<file path="src/logic/rdn_pkg.sv">
package rdn_pkg;

  // frame and layer geometry.
  localparam int rdn_num_inputs  = 80;  // features per frame.
  localparam int rdn_num_neurons = 15;  // neurons in every layer.

  // datapath widths.
  localparam int rdn_data_w   = 9;   // samples and scores, unsigned.
  localparam int rdn_weight_w = 4;   // two's complement weights.
  localparam int rdn_acc_w    = 20;  // holds 80 * 511 * 8 with sign.
  localparam int rdn_act_shift = 4;  // arithmetic shift before clamping.
  localparam int rdn_cnt_w    = 7;   // counts up to 80.

  // one feature sample or one neuron score.
  typedef logic [rdn_data_w-1:0] rdn_sample_t;

  // whole feature frame, sample 0 in the low bits.
  typedef rdn_sample_t [rdn_num_inputs-1:0] rdn_frame_t;

  // one score per neuron, neuron 0 in the low bits.
  typedef rdn_sample_t [rdn_num_neurons-1:0] rdn_scores_t;

  // one weight per neuron for a single input index.
  // each element is read back as a signed value.
  typedef logic [rdn_num_neurons-1:0][rdn_weight_w-1:0] rdn_weight_col_t;

  // per-layer strobes from the controller.
  typedef struct packed {
    logic clear;   // zero all accumulators.
    logic enable;  // accumulate this cycle's input.
  } rdn_layer_ctl_t;

  // layer selector, also picks the weight row base.
  typedef enum logic [1:0] {
    LAYER_A = 2'd0,
    LAYER_B = 2'd1,
    LAYER_C = 2'd2
  } rdn_layer_e;

  // what the core hands to the consumer.
  typedef struct packed {
    rdn_scores_t scores;     // layer C scores.
    logic [3:0]  class_idx;  // index of the largest score.
  } rdn_result_t;

endpackage

</file>
<file path="src/logic/rdn_ctrl_unit.sv">
`timescale 1ns/1ps

module rdn_ctrl_unit
  import rdn_pkg::*;
(
  input  logic                 clk,
  input  logic                 rst_n,
  input  logic                 heu_out_ready,
  input  logic                 iru_in_ready,
  input  rdn_scores_t          a_scores,
  input  rdn_scores_t          b_scores,
  output logic                 write_in,
  output logic                 rotate_in,
  output rdn_layer_ctl_t       a_ctl,
  output rdn_layer_ctl_t       b_ctl,
  output rdn_layer_ctl_t       c_ctl,
  output logic [rdn_cnt_w-1:0] weight_idx,
  output rdn_sample_t          b_layer_in,
  output rdn_sample_t          c_layer_in,
  output logic                 in_ready,
  output logic                 out_ready
);

  typedef enum logic [2:0] {
    IDLE   = 3'd0,
    A_CALC = 3'd1,
    B_CALC = 3'd2,
    C_CALC = 3'd3,
    DONE   = 3'd4
  } state_e;

  state_e               state;
  logic [rdn_cnt_w-1:0] cnt;  // shared by all three phases.

  logic a_run;
  logic b_run;
  logic c_run;
  logic a_last;
  logic b_last;
  logic c_last;

  assign a_run  = (state == A_CALC) && (cnt < rdn_num_inputs);
  assign b_run  = (state == B_CALC) && (cnt < rdn_num_neurons);
  assign c_run  = (state == C_CALC) && (cnt < rdn_num_neurons);
  assign a_last = (state == A_CALC) && (cnt == rdn_num_inputs);
  assign b_last = (state == B_CALC) && (cnt == rdn_num_neurons);
  assign c_last = (state == C_CALC) && (cnt == rdn_num_neurons);

  always_ff @(posedge clk or negedge rst_n) begin
    if (!rst_n) begin
      state <= IDLE;
      cnt   <= '0;
    end else begin
      case (state)
        IDLE: begin
          if (heu_out_ready) begin
            state <= A_CALC;
            cnt   <= '0;
          end
        end
        A_CALC: begin
          if (a_last) begin
            state <= B_CALC;
            cnt   <= '0;
          end else begin
            cnt <= cnt + 1'b1;
          end
        end
        B_CALC: begin
          if (b_last) begin
            state <= C_CALC;
            cnt   <= '0;
          end else begin
            cnt <= cnt + 1'b1;
          end
        end
        C_CALC: begin
          if (c_last) begin
            state <= iru_in_ready ? IDLE : DONE;  // result taken at once or held.
          end else begin
            cnt <= cnt + 1'b1;
          end
        end
        DONE: begin
          if (iru_in_ready) begin
            state <= IDLE;
          end
        end
        default: state <= IDLE;
      endcase
    end
  end

  assign in_ready  = (state == IDLE);
  assign write_in  = in_ready && heu_out_ready;  // accepting edge.
  assign rotate_in = a_run;                      // one sample per A cycle.

  // each layer clears on the last idle-ish cycle before it starts.
  assign a_ctl = '{clear: write_in, enable: a_run};
  assign b_ctl = '{clear: a_last, enable: b_run};
  assign c_ctl = '{clear: b_last, enable: c_run};

  assign weight_idx = cnt;

  // serialize the previous layer, zero outside the window.
  assign b_layer_in = b_run ? a_scores[cnt[3:0]] : '0;
  assign c_layer_in = c_run ? b_scores[cnt[3:0]] : '0;

  assign out_ready = c_last || (state == DONE);

endmodule

</file>
<file path="config.mk">
export PLATFORM = sky130hd
export DESIGN_NAME = rdn_ctrl_unit
export DESIGN_NICKNAME = d
export VERILOG_FILES = /design/src/logic/rdn_pkg.sv /design/src/logic/rdn_ctrl_unit.sv
export SDC_FILE = /design/constraint.sdc
export NUM_CORES = 1
export LEC_CHECK = 0
export BUFFER_PORTS_ARGS = -buffer_cell sky130_fd_sc_hd__clkbuf_2
export CAP_MARGIN = 20
export CORE_AREA = 2 2 120 122
export DETAILED_ROUTE_END_ITERATION = 16
export DIE_AREA = 0 0 122 124
export GPL_TIMING_DRIVEN = 0
export HOLD_SLACK_MARGIN = 0.08
export PLACE_DENSITY = 0.65
export SLEW_MARGIN = 20
export SYNTH_ARGS = -nofsm -noshare
export SYNTH_HDL_FRONTEND = slang
export SYNTH_SLANG_ARGS = --single-unit
</file>
<file path="constraint.sdc">
create_clock -name clk -period 2.9 [get_ports clk]
set_input_delay 0.29 -clock clk [delete_from_list [all_inputs] [get_ports clk]]
set_output_delay 0.29 -clock clk [all_outputs]
set_load 0.01 [all_outputs]
</file>
* After elaboration in Yosys (flattened, before gate mapping)
Cells that the tools add are included.
** Storage, ports and cells
- Output and inout port bits :: 35
- Logic and storage cells :: 48
- Bits in latches :: 0
- Bits of input ports :: 274
- Memories kept :: 0
- Register bits :: 10
- Memory bits (read-only) :: 0
- Bits in writable memories :: 0
** Cells by class
- Multiplexer cells :: 18
- Order comparisons :: 3
- Add/sub/neg operators :: 1
- Shift operators :: 0
- Bitwise logic cells :: 0
- $mul :: 0
- Divide/modulo/power cells :: 0
- Reduce and logical (&&, ||, !) cells :: 12
- Equality and inequality tests :: 12
** Operator list (count)
- 9-bit binary-select mux with 4-bit select :: 2
- 9-bit two-way mux :: 4
- 7-bit two-way mux :: 4
- 7-bit one-hot mux with 4 select lines :: 1
- 3-bit two-way mux :: 6
- 3-bit one-hot mux with 5 select lines :: 1
- 2-bit inequality test, second input constant :: 6
- 7-bit by 1-bit adder with 7-bit output, second input constant :: 1
- 7-bit by 4-bit equality test with 1-bit output, second input constant :: 1
- 7-bit equality test, second input constant :: 1
- 1-bit logical AND :: 7
- 7-bit by 4-bit < comparator with 1-bit output, second input constant :: 1
- 7-bit < comparator, second input constant :: 1
- 3-bit by 2-bit equality test with 1-bit output, second input constant :: 2
- 4-bit by 5-bit < comparator with 1-bit output, second input constant :: 1
- 5-bit AND reduction :: 1
- 4-bit nonzero test :: 1
- 3-bit by 1-bit equality test with 1-bit output, second input constant :: 1
- 3-bit equality test, second input constant :: 1
- 3-bit logical NOT :: 1
- 3-bit AND reduction :: 1
- 1-bit logical OR :: 1

* Depth between registers and ports, before layout
- Depth in word-level cells :: 4
- Depth in mapped cells :: 10
- Mapped depth without buffers :: 6

* Worst setup path after synthesis
OpenSTA, ideal clock, no wires.
- Path type :: register -> register
- Start point :: register cnt[1] (netlist: weight_idx[1])
- End point :: register cnt[6] (netlist: weight_idx[6])
- Stages on the path, launching flop included :: 9
- Path slack :: 0.683 ns
- Arrival time :: 2.088 ns
- Data required time :: 2.772 ns
- Library setup time :: 0.128 ns
- Period minus slack after synthesis :: 2.217 ns
- Buffers on the path :: 2
- Path through :: dfrtp_1 buf_2 inv_2 clkbuf_1 ha_1 nor2b_1 nand3b_1 a2111o_1 o2bb2ai_1
** On the way
- Longest elaborated chain between the ends :: 4
- Elaborated cells on any way between the ends :: 12
- Those cells by class :: 1 x add/sub; 3 x eq/ne; 4 x mux; 4 x reduce/logical
** RTL lines
- from (decl) :: RTL line rdn_ctrl_unit.sv:33 : logic [rdn_cnt_w-1:0] cnt;
- from (signal assigned) :: RTL line rdn_ctrl_unit.sv:66 : cnt <= cnt + 1'b1;
- from (signal assigned) :: RTL line rdn_ctrl_unit.sv:74 : cnt <= cnt + 1'b1;
- from (signal assigned) :: RTL line rdn_ctrl_unit.sv:81 : cnt <= cnt + 1'b1;
- branches (longest 4 deep; another with 7-bit by 1-bit adder with 7-bit output)
Parallel ways; which one is timed is not known. The select of a mux whose other input is x is not followed.
A chain may end at the register's enable or synchronous reset.

* Worst setup path in the final report
- Start point :: register cnt[3] (netlist: weight_idx[3])
- End point :: output port b_layer_in[7]
** On the way
- Longest elaborated chain between the ends :: 3
- Elaborated cells on any way between the ends :: 5
- Those cells by class :: 1 x order compare; 3 x mux; 1 x reduce/logical
** RTL lines
- 7-bit by 4-bit < comparator with 1-bit output or 9-bit binary-select mux with 4-bit select (tied branches) :: RTL line rdn_ctrl_unit.sv:43, rdn_ctrl_unit.sv:106
- 1-bit logical AND or 9-bit two-way mux (tied branches) :: RTL line rdn_ctrl_unit.sv:43, rdn_ctrl_unit.sv:106
- 9-bit two-way mux (*) :: RTL line rdn_ctrl_unit.sv:106 : assign b_layer_in = b_run ? a_scores[cnt[3:0]] : '0;
- to (decl) :: RTL line rdn_ctrl_unit.sv:18 : output rdn_sample_t b_layer_in,
Mark *: on every way between the ends. The rest lies on a longest branch, timed or not. The select of a mux whose other input is x is not followed.

==> results_dict.tcl <==
set metrics [dict create \
    dpl.cell_count 770 \
    grtUsageTotal_pct 20.06 \
    setup_tns_ns 0 \
    antenna_found_initial 1 \
    worst-path-max-fanout 10 \
    grt_max_degree 11 \
    rows 43 \
    pwr_density_cell_mw_per_mm2 726.9 \
    drtIter0Drc 210 \
    relSlewSlack_pct 41.31 \
    rsz0062_at_grt "false" \
    post-route-util_pct 35.22 \
    first_pass_iters 4 \
    crit_slowest_cell "dfrtp_1" \
    synthTopCellsByCount "54 x mux4_2, 36 x mux2i_1, 22 x inv_1, 19 x o22ai_1" \
    period_share_pct 93.70 \
    critical_path_required_ns 2.61 \
    post_dp_cell_area_sq_mm 0.004721 \
    layout-area-overhead-vs-synth_pct 63.57 \
    wl_mm 16.20 \
    dieArea_sq_mm 0.01513 \
    vias_per_cell 5.015 \
    root_buffer "clkbuf_16" \
    critPathKind "reg -> out" \
    wl_per_cell_microns 20.88 \
    setup_viol 0 \
    worstPathCellList "clkbuf_2, clkbuf_2, buf_2, o221ai_1, o21ai_1, o22ai_1, clkbuf_2" \
    syn-mean-instance-area_sq_um 10.48 \
    ant_nets 0 \
    p_clk_share_pct 7.9 \
    hold_violations 0 \
    cts_sinks 10 \
    ys_seq_elements 10 \
    dp_hpwl_mm 14.17 \
    dp_worst_setup_slack_ns -0.06343 \
    stdcell_count 776 \
    fin_skew_ns 0.005860 \
    drc 0 \
    outcome "finished clean" \
    synth-edff-count 0 \
    seq_power_share_pct 7.5 \
    synth_top_area_cell "mux4_2" \
    yosysSeqAreaShare_pct 8.471 \
    ys_types 46 \
    comb_power_share_pct 84.6 \
    drive_above_1_share_pct 67.06 \
    cts_made_buffers 3 \
    cts_setup_buffers 0 \
    vias 3892 \
    crit_top_cell "clkbuf_2" \
    vdd_drop_max_mv 0.3775 \
    swShare_pct 47.39 \
    synthTopCellsByArea "mux4_2 41%, mux2i_1 12%, dfrtp_1 8.5%, o221ai_1 5.3%, o22ai_1 4.0%" \
    synth-async-reset-ratio_pct 100.0 \
    layout.nets 872 \
    syn_nets 558 \
    hold_class "in -> reg" \
    synth_flop_cell "dfrtp_1" \
    coreArea_sq_mm 0.01372 \
    cts_tree "built" \
    yosys_warnings 0 \
    io_pins 309 \
    intPower_w 0.001848 \
    final-max-slew-violation-count 0 \
    start_util_pct 21.53 \
    grt-ovfl-total 0 \
    worst_pin_slew_ns 0.8804 \
    layout_setup_ws_ns 0.1827 \
    grt_pass1_vias 3962 \
    cp.arrival_ns 2.43 \
    port_buffers 308 \
    gp_congestion 0.8736 \
    dieHeight_microns 124 \
    p_switching_w 0.001664 \
    cp-start-kind "flop" \
    synth_most_common_cell "mux4_2" \
    clkTransAtPathRegs_ns 0.05 \
    worstSkewPairLatency_ns 0.24 \
    period_minus_slack_ns 2.717 \
    cp-end-kind "output pin" \
    slowest_delay_ns 0.52 \
    grt_pass1_wl_mm 22.41 \
    die_w_microns 122 \
    final_area_sq_mm 0.004832 \
    p_leak_nw 2.493 \
    synth_area_sq_mm 0.002954 \
    syn-instance-count 282 \
    cap_violations 0 \
    fmax_ghz 0.3680 \
    synth_top_area_share_pct 41.17 \
    htree_levels 1 \
    cts_buffer_depth 2 \
]
path summary, 6_finish.rpt:
path,start,endpoint,slack [ns],cells past startpoint
worst max register to register,weight_idx[0],weight_idx[0],0.45,10
max in group asynchronous,rst_n,state[1],2.22,2
worst max-delay path,weight_idx[3],b_layer_in[7],0.18,7
worst min register to register,weight_idx[6],weight_idx[6],0.63,1
min in group asynchronous,rst_n,weight_idx[3],0.46,2
worst min-delay path,iru_in_ready,state[2],0.21,2
per-stage QoR:
stage / total power (W) / hold slack (ns)
after floorplan: 0.002348 / -0.005591
after global placement: 0.003232 / 0.1763
after detailed placement: 0.003248 / 0.1797
after CTS: 0.003533 / 0.2077
after global routing: 0.003781 / 0.2059
final: 0.003513 / 0.2075
logic make-up (layout without fill, tap and decap cells):
logic type,count (synthesis),in the layout,synth area share (%)
flip-flops,10,10,8.471
adder cells (fa/ha/maj),2,2,0.8470
other,0,1,0
buffers and inverters,62,375,10.63
XOR/XNOR,1,1,0.2965
AO/OA/AOI/OAI,76,76,17.66
multiplexers,90,90,53.37
AND/OR/NAND/NOR,41,41,8.725
power groups by stage:
stage          Clock (W)  Sequential, W  Combinational, W
6_report        0.000278       0.000264           0.00297
5_1_grt         0.000290       0.000272           0.00322
4_1_cts         0.000279       0.000262           0.00299
3_5_place_dp           0       0.000263           0.00298
3_3_place_gp           0       0.000264           0.00297
2_1_floorplan          0       0.000259           0.00209
layout make-up:
class,instances,area (sq um)
diodes,1,2.502
plain buffers,39,231.5
clock buffers,4,88.84
fillers,1462,8887
inverters,23,86.33
multi-input cells,210,2396
flip-flops and latches,10,250.2
well taps,180,225.2
repair buffers,309,1551
per-layer routing:
metal	share of wire, %	track usage, %	routed length [microns]	vias to the layer above
li1	-	-	-	1801
met1	39	25.13	6339	1879
met2	52	36.14	8462	192
met3	6.4	3.434	1043	20
met4	2.2	4.382	355	0
met5	0	0	0	-
repair_timing:
action	CTS	global route
setup endpoints to repair	11	4
gates resized for setup	2	3
hold buffers	1	0
hold endpoints to repair	10	0
placed cells by master, fill, tap and decap left out, types with 2 or more instances in the layout:
cell type and count:
clkbuf_2 311, mux4_2 54, mux2i_1 36, inv_1 22, o22ai_1 19, o21ai_1 18, o221ai_1 17, clkbuf_1 12
buf_4 11, dfrtp_1 10, buf_2 8, nand2_1 7, buf_6 4, nor2b_1 4, nor2_1 4, nand4_1 4
nor3_1 4, a21oi_1 4, and3_1 3, clkbuf_16 3, and2_1 2, o21ai_0 2, a31oi_1 2, o41ai_1 2
or4b_1 2, a21o_1 2, a31o_1 2, a211oi_1 2, ha_1 2
critical path: cells and delay by family, from the launching register on:
family | cells | cell delay [ns]
buf+inv | 4 | 1.18
compound gates | 3 | 0.49
flops | 1 | 0.52
sequential cells by signal (all words and copies together) (netlist names):
register    cells
weight_idx      7
state           3
No activity file was read; power rests on OpenSTA's default activity.
