===== config.mk =====
export PLATFORM = sky130hd
export DESIGN_NAME = rdn_argmax
export DESIGN_NICKNAME = d
export VERILOG_FILES = /design/src/logic/rdn_pkg.sv /design/src/logic/rdn_argmax.sv
export SDC_FILE = /design/constraint.sdc
export NUM_CORES = 1
export LEC_CHECK = 0
export ABC_AREA = 1
export BUFFER_PORTS_ARGS = -buffer_cell sky130_fd_sc_hd__buf_2
export CAP_MARGIN = 30
export CORE_MARGIN = 4
export CORE_UTILIZATION = 50
export DETAILED_ROUTE_END_ITERATION = 12
export PLACE_DENSITY_LB_ADDON = 0.2
export SLEW_MARGIN = 20
export SYNTH_ARGS = -nofsm -noshare
export SYNTH_HDL_FRONTEND = slang
export SYNTH_SLANG_ARGS = --single-unit

===== constraint.sdc =====
create_clock -name vclk -period 9.4
set_input_delay 1.41 -clock vclk [all_inputs]
set_output_delay 1.41 -clock vclk [all_outputs]
set_load 0.02 [all_outputs]

===== src/logic/rdn_pkg.sv =====
package rdn_pkg;

  // frame and layer geometry.
  localparam int rdn_num_inputs  = 80;  // features per frame.
  localparam int rdn_num_neurons = 15;  // neurons in every layer.

  // datapath widths.
  localparam int rdn_data_w   = 9;   // samples and scores, unsigned.
  localparam int rdn_weight_w = 4;   // two's complement weights.
  localparam int rdn_acc_w    = 20;  // holds 80 * 511 * 8 with sign.
  localparam int rdn_act_shift = 4;  // arithmetic shift before clamping.
  localparam int rdn_cnt_w    = 7;   // counts up to 80.

  // one feature sample or one neuron score.
  typedef logic [rdn_data_w-1:0] rdn_sample_t;

  // whole feature frame, sample 0 in the low bits.
  typedef rdn_sample_t [rdn_num_inputs-1:0] rdn_frame_t;

  // one score per neuron, neuron 0 in the low bits.
  typedef rdn_sample_t [rdn_num_neurons-1:0] rdn_scores_t;

  // one weight per neuron for a single input index.
  // each element is read back as a signed value.
  typedef logic [rdn_num_neurons-1:0][rdn_weight_w-1:0] rdn_weight_col_t;

  // per-layer strobes from the controller.
  typedef struct packed {
    logic clear;   // zero all accumulators.
    logic enable;  // accumulate this cycle's input.
  } rdn_layer_ctl_t;

  // layer selector, also picks the weight row base.
  typedef enum logic [1:0] {
    LAYER_A = 2'd0,
    LAYER_B = 2'd1,
    LAYER_C = 2'd2
  } rdn_layer_e;

  // what the core hands to the consumer.
  typedef struct packed {
    rdn_scores_t scores;     // layer C scores.
    logic [3:0]  class_idx;  // index of the largest score.
  } rdn_result_t;

endpackage


===== src/logic/rdn_argmax.sv =====
`timescale 1ns/1ps

module rdn_argmax
  import rdn_pkg::*;
(
  input  rdn_scores_t scores,
  output logic [3:0]  class_idx
);

  // heap layout, 15 inner nodes and 16 leaves from node 15 up.
  rdn_sample_t node_val [2 * rdn_num_neurons + 1];
  logic [3:0]  node_idx [2 * rdn_num_neurons + 1];

  always_comb begin
    for (int i = 0; i <= rdn_num_neurons; i++) begin
      // the spare leaf scores zero and loses every tie.
      node_val[rdn_num_neurons + i] = (i < rdn_num_neurons) ? scores[i] : '0;
      node_idx[rdn_num_neurons + i] = i[3:0];
    end
    // left subtree always holds the lower indices.
    for (int k = rdn_num_neurons - 1; k >= 0; k--) begin
      if (node_val[2 * k + 1] >= node_val[2 * k + 2]) begin
        node_val[k] = node_val[2 * k + 1];
        node_idx[k] = node_idx[2 * k + 1];
      end else begin
        node_val[k] = node_val[2 * k + 2];
        node_idx[k] = node_idx[2 * k + 2];
      end
    end
  end

  assign class_idx = node_idx[0];  // root winner.

endmodule


# After elaboration in Yosys (flattened, before gate mapping)
# Index checks and enable logic that the tools add are counted.
# totals
mem_count,0
ram_bits,0
ff_bits,0
elab_cells,44
latch_bits,0
out_inout_bits,4
rom_bits,0
in_bits,135
# op_classes
multipliers,0
div_mod_pow,0
reduce_logical,0
magnitude_cmp,15
bitwise_logic,0
n_mux,29
n_eq_ne,0
shifts,0
addsub,0
# op_table
cell,count
>= comparator 9 bit,14
two-way mux 9 bit,14
two-way mux 4 bit,7
>= comparator 9 x 1 -> 1 bit (second input constant),1
two-way mux 1 bit,8

# Longest topological paths before layout
# Gate-level depths: netlist (run 1).
# depth
ltp_word,8
mapped_depth,42
mapped_depth_nobuf,38

# Worst setup path before layout (run 1)
# No wires, ideal clock.
# synth_timing
kind,input to output
from,in scores[13] (netlist bit)
to,out class_idx[1]
setup_slack_ps,1567
path_stages,37
n_path_buf,4
required_time_ps,7990
arrival_time_ps,6423
path_cell_list,inv_1 ha_1 nand2_1 inv_1 nand2_1 nand3_1 nand2_1 nand2_2 buf_6 buf_2 nand2_1 o21ai_0 ha_1 nand4_1 nor4b_1 nand3_1 nand2_1 clkinv_1 nand2_2 buf_6 nand2_1 and2_1 ha_1 nand4_1 or3b_2 nand4_1 clkbuf_1 or2_0 nand2_1 ha_1 a21oi_1 o21a_1 nand4_1 inv_1 nor2_1 a22oi_1 o21ai_1
# synth_via
elab_chain_len,8
elab_cells_between_ends,10
cone_classes,4 x order compare; 6 x mux
# synth_lines
element,line,rtl
"start, declared",rdn_argmax.sv:6,"input rdn_scores_t scores,"
>= comparator 9 bit,rdn_argmax.sv:22,if (node_val[2 * k + 1] >= node_val[2 * k + 2]) begin
two-way mux 9 bit *,rdn_argmax.sv:22,
>= comparator 9 bit,rdn_argmax.sv:22,
two-way mux 9 bit,rdn_argmax.sv:22,
>= comparator 9 bit,rdn_argmax.sv:22,
two-way mux 9 bit,rdn_argmax.sv:22,
>= comparator 9 bit,rdn_argmax.sv:22,
two-way mux 4 bit *,rdn_argmax.sv:22,
"end, declared",rdn_argmax.sv:7,output logic [3:0] class_idx
# Every way passes the cells marked *; elsewhere a longest branch is shown, timed or not.

# Worst setup path after layout (run 1)
# layout_timing
from,in scores[105] (netlist bit)
to,out class_idx[0]
# layout_via
elab_chain_len,8
elab_cells_between_ends,11
cone_classes,4 x order compare; 7 x mux
# layout_lines
element,line
>= comparator 9 bit,rdn_argmax.sv:22
two-way mux 9 bit,rdn_argmax.sv:22
>= comparator 9 bit,rdn_argmax.sv:22
two-way mux 9 bit,rdn_argmax.sv:22
>= comparator 9 bit,rdn_argmax.sv:22
two-way mux 9 bit,rdn_argmax.sv:22
>= comparator 9 bit,rdn_argmax.sv:22
two-way mux 4 bit *,rdn_argmax.sv:22
# Marked as above.

==> flow_metrics.tcl, run 1 <==
set metrics [dict create \
    slew_violations 0 \
    antenna_cells 0 \
    clkbuf_count 0 \
    overflow 0 \
    worstPathRequired_ns 7.99 \
    drive_gt1_share_pct 18.51 \
    hold_path_class "in -> out" \
    comb_power_share_pct 100.0 \
    postRouteAntennaNets 0 \
    grt_max_degree 21 \
    post_dp_cell_area_sq_um 5497 \
    fin_tns_setup_ns 0 \
    cp.arrival_ns 7.39 \
    hpwl_mm 10.66 \
    grt_pass1_wl_mm 19.71 \
    slowest_stage "o2111ai_4" \
    start_kind "input pin" \
    dieArea_sq_um 11130 \
    worst_path_most_repeated_cell "nand2_1" \
    seqCellArea_sq_um 0 \
    syn_nets 1049 \
    finalNonFillerCells 1042 \
    synth_warnings 0 \
    wirelength_mm 11.76 \
    track_usage_pct 20.02 \
    seq_cell_count 0 \
    areaGrowthSynthToFinish_pct 15.74 \
    fp.dieW_um 105.5 \
    netlist_instances 789 \
    nets 1175 \
    io_buffers 139 \
    first_pass_iters 4 \
    tightest_slew_ns 0.6565 \
    vias 5260 \
    via_per_inst 5.048 \
    hold_viol_final 0 \
    seqPwrFrac_pct 0 \
    min_from "scores[45]" \
    cap_violations 0 \
    num_rows 35 \
    start_util_pct 51.46 \
    fin_area_sq_um 5503 \
    finalCritPeriodShare_pct 93.61 \
    synth_area_sq_um 4755 \
    gp_congestion 0.8654 \
    cts_setup_buffers 0 \
    crit_type "in -> out" \
    switchingPower_w 0.0005858 \
    antenna_found_initial 0 \
    holdPathEnd "class_idx[0]" \
    period_minus_slack_ns 8.799 \
    power.internal_w 0.0003597 \
    num_io_pins 139 \
    peakVddDrop_v 0.0001632 \
    sw_frac_of_total_pct 61.96 \
    drt_iter0_drc 206 \
    setup_viol_count_final 0 \
    final_cell_mix "202 x nand2_1, 139 x buf_2, 125 x ha_1" \
    maxSlewHeadroom_pct 56.21 \
    core_area_sq_um 9240 \
    die_h_um 105.5 \
    rsz0062_at_grt "false" \
    syn_avg_cell_area_sq_um 6.026 \
    max_stage_delay_ns 0.44 \
    wl_per_cell_um 11.28 \
    ys_seq_area_share_pct 0 \
    hold_depth 7 \
    critPathMaxFanout 19 \
    power.density_nw_per_um2 171.8 \
    leakagePower_nw 3.038 \
    power.share.clock_pct 0 \
    fmax_ghz 0.1137 \
    final_common_cell "nand2_1" \
    ys_types 35 \
    status "finished clean" \
    placed_cells 1041 \
    cp-end-kind "output pin" \
    remaining_drc_errors 0 \
    grt_pass1_vias 4709 \
]
Yosys cell counts:
library cell / count / area, sq um
nor2_1: 69 / 259.0
nor4b_1: 1 / 8.760
buf_4: 3 / 22.52
nand4_1: 24 / 150.1
o21ai_1: 25 / 125.1
a21boi_2: 1 / 11.26
o2111ai_1: 1 / 8.760
a211oi_1: 2 / 15.01
a21oi_2: 9 / 78.83
and2_1: 9 / 56.30
nand3_2: 1 / 10.01
ha_1: 125 / 1564
nand3_1: 29 / 145.1
a21oi_1: 69 / 345.3
inv_1: 94 / 352.8
nand3b_1: 7 / 52.55
a22oi_1: 1 / 7.510
clkbuf_1: 5 / 18.77
a31oi_1: 1 / 6.260
o2111ai_4: 4 / 105.1
nor2_2: 2 / 12.51
nand2_2: 5 / 31.28
nand2_4: 1 / 11.26
nand2_1: 202 / 758.2
buf_6: 5 / 56.30
nand2b_1: 1 / 6.260
clkinv_1: 3 / 11.26
o21a_1: 12 / 90.09
or3b_1: 2 / 17.52
buf_8: 1 / 15.01
o21ai_2: 3 / 26.28
buf_2: 5 / 25.02
or2_0: 9 / 56.30
or3b_2: 1 / 8.760
o21ai_0: 57 / 285.3
logic make-up after synthesis:
| family | Yosys count | synth area share, % |
|---|---|---|
| AO/OA/AOI/OAI | 185 | 23.24 |
| adder cells (fa/ha/maj) | 125 | 32.89 |
| buffers and inverters | 116 | 10.55 |
| AND/OR/NAND/NOR | 363 | 33.32 |
worst max-delay path, delay by kind of cell:
family	cells	cell delay, ns
buffers and inverters	5	0.97
AO/OA/AOI/OAI	9	2.05
adder cells (fa/ha/maj)	4	1.19
AND/OR/NAND/NOR	15	1.74
worst max path at each step:
stage                   endpoint        start  slack (ns)
global placement    class_idx[0]  scores[107]        0.74
finish              class_idx[0]  scores[105]        0.60
CTS                 class_idx[0]   scores[13]        0.62
detailed placement  class_idx[0]   scores[13]        0.64
global route        class_idx[0]  scores[107]        0.04
floorplan           class_idx[1]   scores[13]        1.57
power groups by stage:
stage | Sequential [W] | Combinational (W) | Clock, W
after CTS | 0 | 0.000941 | 0
after global routing | 0 | 0.00109 | 0
after global placement | 0 | 0.000930 | 0
after detailed placement | 0 | 0.000936 | 0
after floorplan | 0 | 0.000715 | 0
final | 0 | 0.000945 | 0
layer usage:
| metal | vias to the layer above | track usage, % | wire, um |
|---|---|---|---|
| li1 | 2935 | - | - |
| met1 | 2226 | 28.53 | 5990 |
| met2 | 97 | 34.34 | 5147 |
| met3 | 2 | 2.082 | 602 |
| met4 | 0 | 0.5550 | 16 |
| met5 | - | 0 | 0 |
through the flow:
step	utilization [%]	power, W	setup WS [ns]	hold WS [ns]
finish	59.55	0.0009455	0.6011	3.878
global route	59.55	0.001088	0.04118	4.003
CTS	59.49	0.0009405	0.6234	3.881
detailed placement	59.49	0.0009365	0.6412	3.870
global placement	59.49	0.0009304	0.7393	3.863
floorplan	-	0.0007149	1.567	3.486
cell type report:
| type | instances | area, sq um |
|---|---|---|
| timing repair buffer | 142 | 718.2 |
| tap | 129 | 161.4 |
| inverter | 97 | 364.1 |
| multi-input combinational | 674 | 4259 |
| fill | 963 | 3737 |
timing repair:
item | in CTS | in global routing
gates resized for setup | 0 | 0
hold buffers | 0 | 0
setup endpoints to repair | 0 | 2
Note: power is estimated with default switching activity, not from simulation.
==> inputs of run 2 (changes only) <==
- CELL_PAD_IN_SITES_DETAIL_PLACEMENT: unset -> 0
- CELL_PAD_IN_SITES_GLOBAL_PLACEMENT: unset -> 2
- CORE_UTILIZATION: 50 -> 28
- SETUP_SLACK_MARGIN: unset -> 0.5
==> flow_metrics.tcl, run 2 (synthesis results as in run 1) <==
set metrics [dict create \
    status "finished clean" \
    first_pass_iters 5 \
    drt_iter0_drc 175 \
    seq_cell_count 0 \
    crit_buf_inv 6 \
    wirelength_mm 14.36 \
    nFillCells 1896 \
    post_dp_cell_area_sq_um 5648 \
    vias 5381 \
    track_usage_pct 13.82 \
    start_util_pct 28.67 \
    hold_slack_ns 3.667 \
    antenna_found_initial 0 \
    leakagePower_nw 3.235 \
    die_h_um 138.3 \
    fin_tns_setup_ns 0 \
    cp-end-kind "output pin" \
    power.density_nw_per_um2 178.5 \
    hpwl_mm 12.79 \
    num_rows 47 \
    critPathMaxFanout 7 \
    areaGrowthSynthToFinish_pct 25.82 \
    gp_congestion 0.7838 \
    grt_max_degree 21 \
    fp.dieW_um 138.3 \
    grt_pass1_vias 5172 \
    fin_area_sq_um 5982 \
    overflow 0 \
    num_io_pins 139 \
    finalCritPeriodShare_pct 89.21 \
    critPathTopFamily "simple AND/OR/NAND/NOR gates" \
    final_common_cell "nand2_1" \
    dieArea_sq_um 19130 \
    grt_pass1_wl_mm 23.27 \
    nets 1207 \
    clkbuf_count 0 \
    worstPathRequired_ns 7.99 \
    fmax_ghz 0.1192 \
    period_minus_slack_ns 8.386 \
    max_stage_delay_ns 0.46 \
    slew_violations 0 \
    postRouteAntennaNets 0 \
    cp.arrival_ns 6.98 \
    antenna_cells 0 \
    maxSlewHeadroom_pct 65.94 \
    wl_per_cell_um 12.32 \
    via_per_inst 4.619 \
    io_buffers 139 \
    rsz0062_at_grt "false" \
    slowest_stage "or3b_2" \
    crit_type "in -> out" \
    drive_gt1_share_pct 22.86 \
    start_kind "input pin" \
    remaining_drc_errors 0 \
    tightest_slew_ns 0.5055 \
    seqCellArea_sq_um 0 \
    hold_buffers 0 \
    peakVddDrop_v 0.0001426 \
    hold_viol_final 0 \
    setup_viol_count_final 0 \
    cap_violations 0 \
    worst_path_most_repeated_cell "nand2_1" \
    final_cell_mix "201 x nand2_1, 139 x buf_2, 125 x ha_1" \
    core_area_sq_um 16580 \
    hold_path_class "in -> out" \
]
run 2: cell count changes in the layout (fill, tap and decap cells not counted), moves of 2 or more:
cell | before | now
clkinv_1 | 3 | 0
buf_4 | 3 | 27
a21oi_2 | 9 | 13
nand2_4 | 1 | 5
o21ai_0 | 57 | 43
buf_6 | 0 | 5
nand2_2 | 5 | 3
nor2_1 | 69 | 66
a21oi_1 | 69 | 65
nor2_2 | 2 | 5
buf_12 | 0 | 2
inv_2 | 0 | 2
o21ai_1 | 25 | 39
run 2: routing by layer:
metal  wire (um)  global-route usage, %  up-vias
met5           0                      0        -
met4          12                      0        0
met3         739                  1.727        5
met2        6294                  23.64      103
met1        7312                  19.83     2260
li1            -                      -     3013
run 2: final timing paths:
check                      start  slack (ns)      endpoint  cells after the start
worst max-delay path  scores[67]        1.01  class_idx[0]                     36
worst min-delay path  scores[21]        3.67  class_idx[1]                     10
run 2: what timing repair did:
item / CTS / global route
buffers inserted: 0 / 24
gates resized for setup: 0 / 43
endpoints found under the setup margin: 0 / 4
run 2: area by class of cell:
type                       instances  area (sq um)  share of cell area [%]
inverter                          97         367.9                   6.149
multi-input combinational        675          4344                   72.62
tap                              220         275.3                   4.602
timing repair buffer             173         994.7                   16.63
run 2: stage by stage:
step                      worst slack [ns]  cells  total power, W  utilization, %
final                                1.014   1165        0.001068           36.07
after global routing                0.4507   1165        0.001242           36.07
after CTS                           0.5872   1137       0.0009878           34.06
after detailed placement            0.5862   1137       0.0009835           34.06
after global placement              0.6188   1137       0.0009959           34.06
after floorplan                      1.567    789       0.0007149               -
run 2: where the power goes:
part	switching [W]	leakage [nW]	internal (W)
clock	0	0	0
combinational	0.000629	3.23	0.000439
sequential	0	0	0
total	0.000629	3.23	0.000439
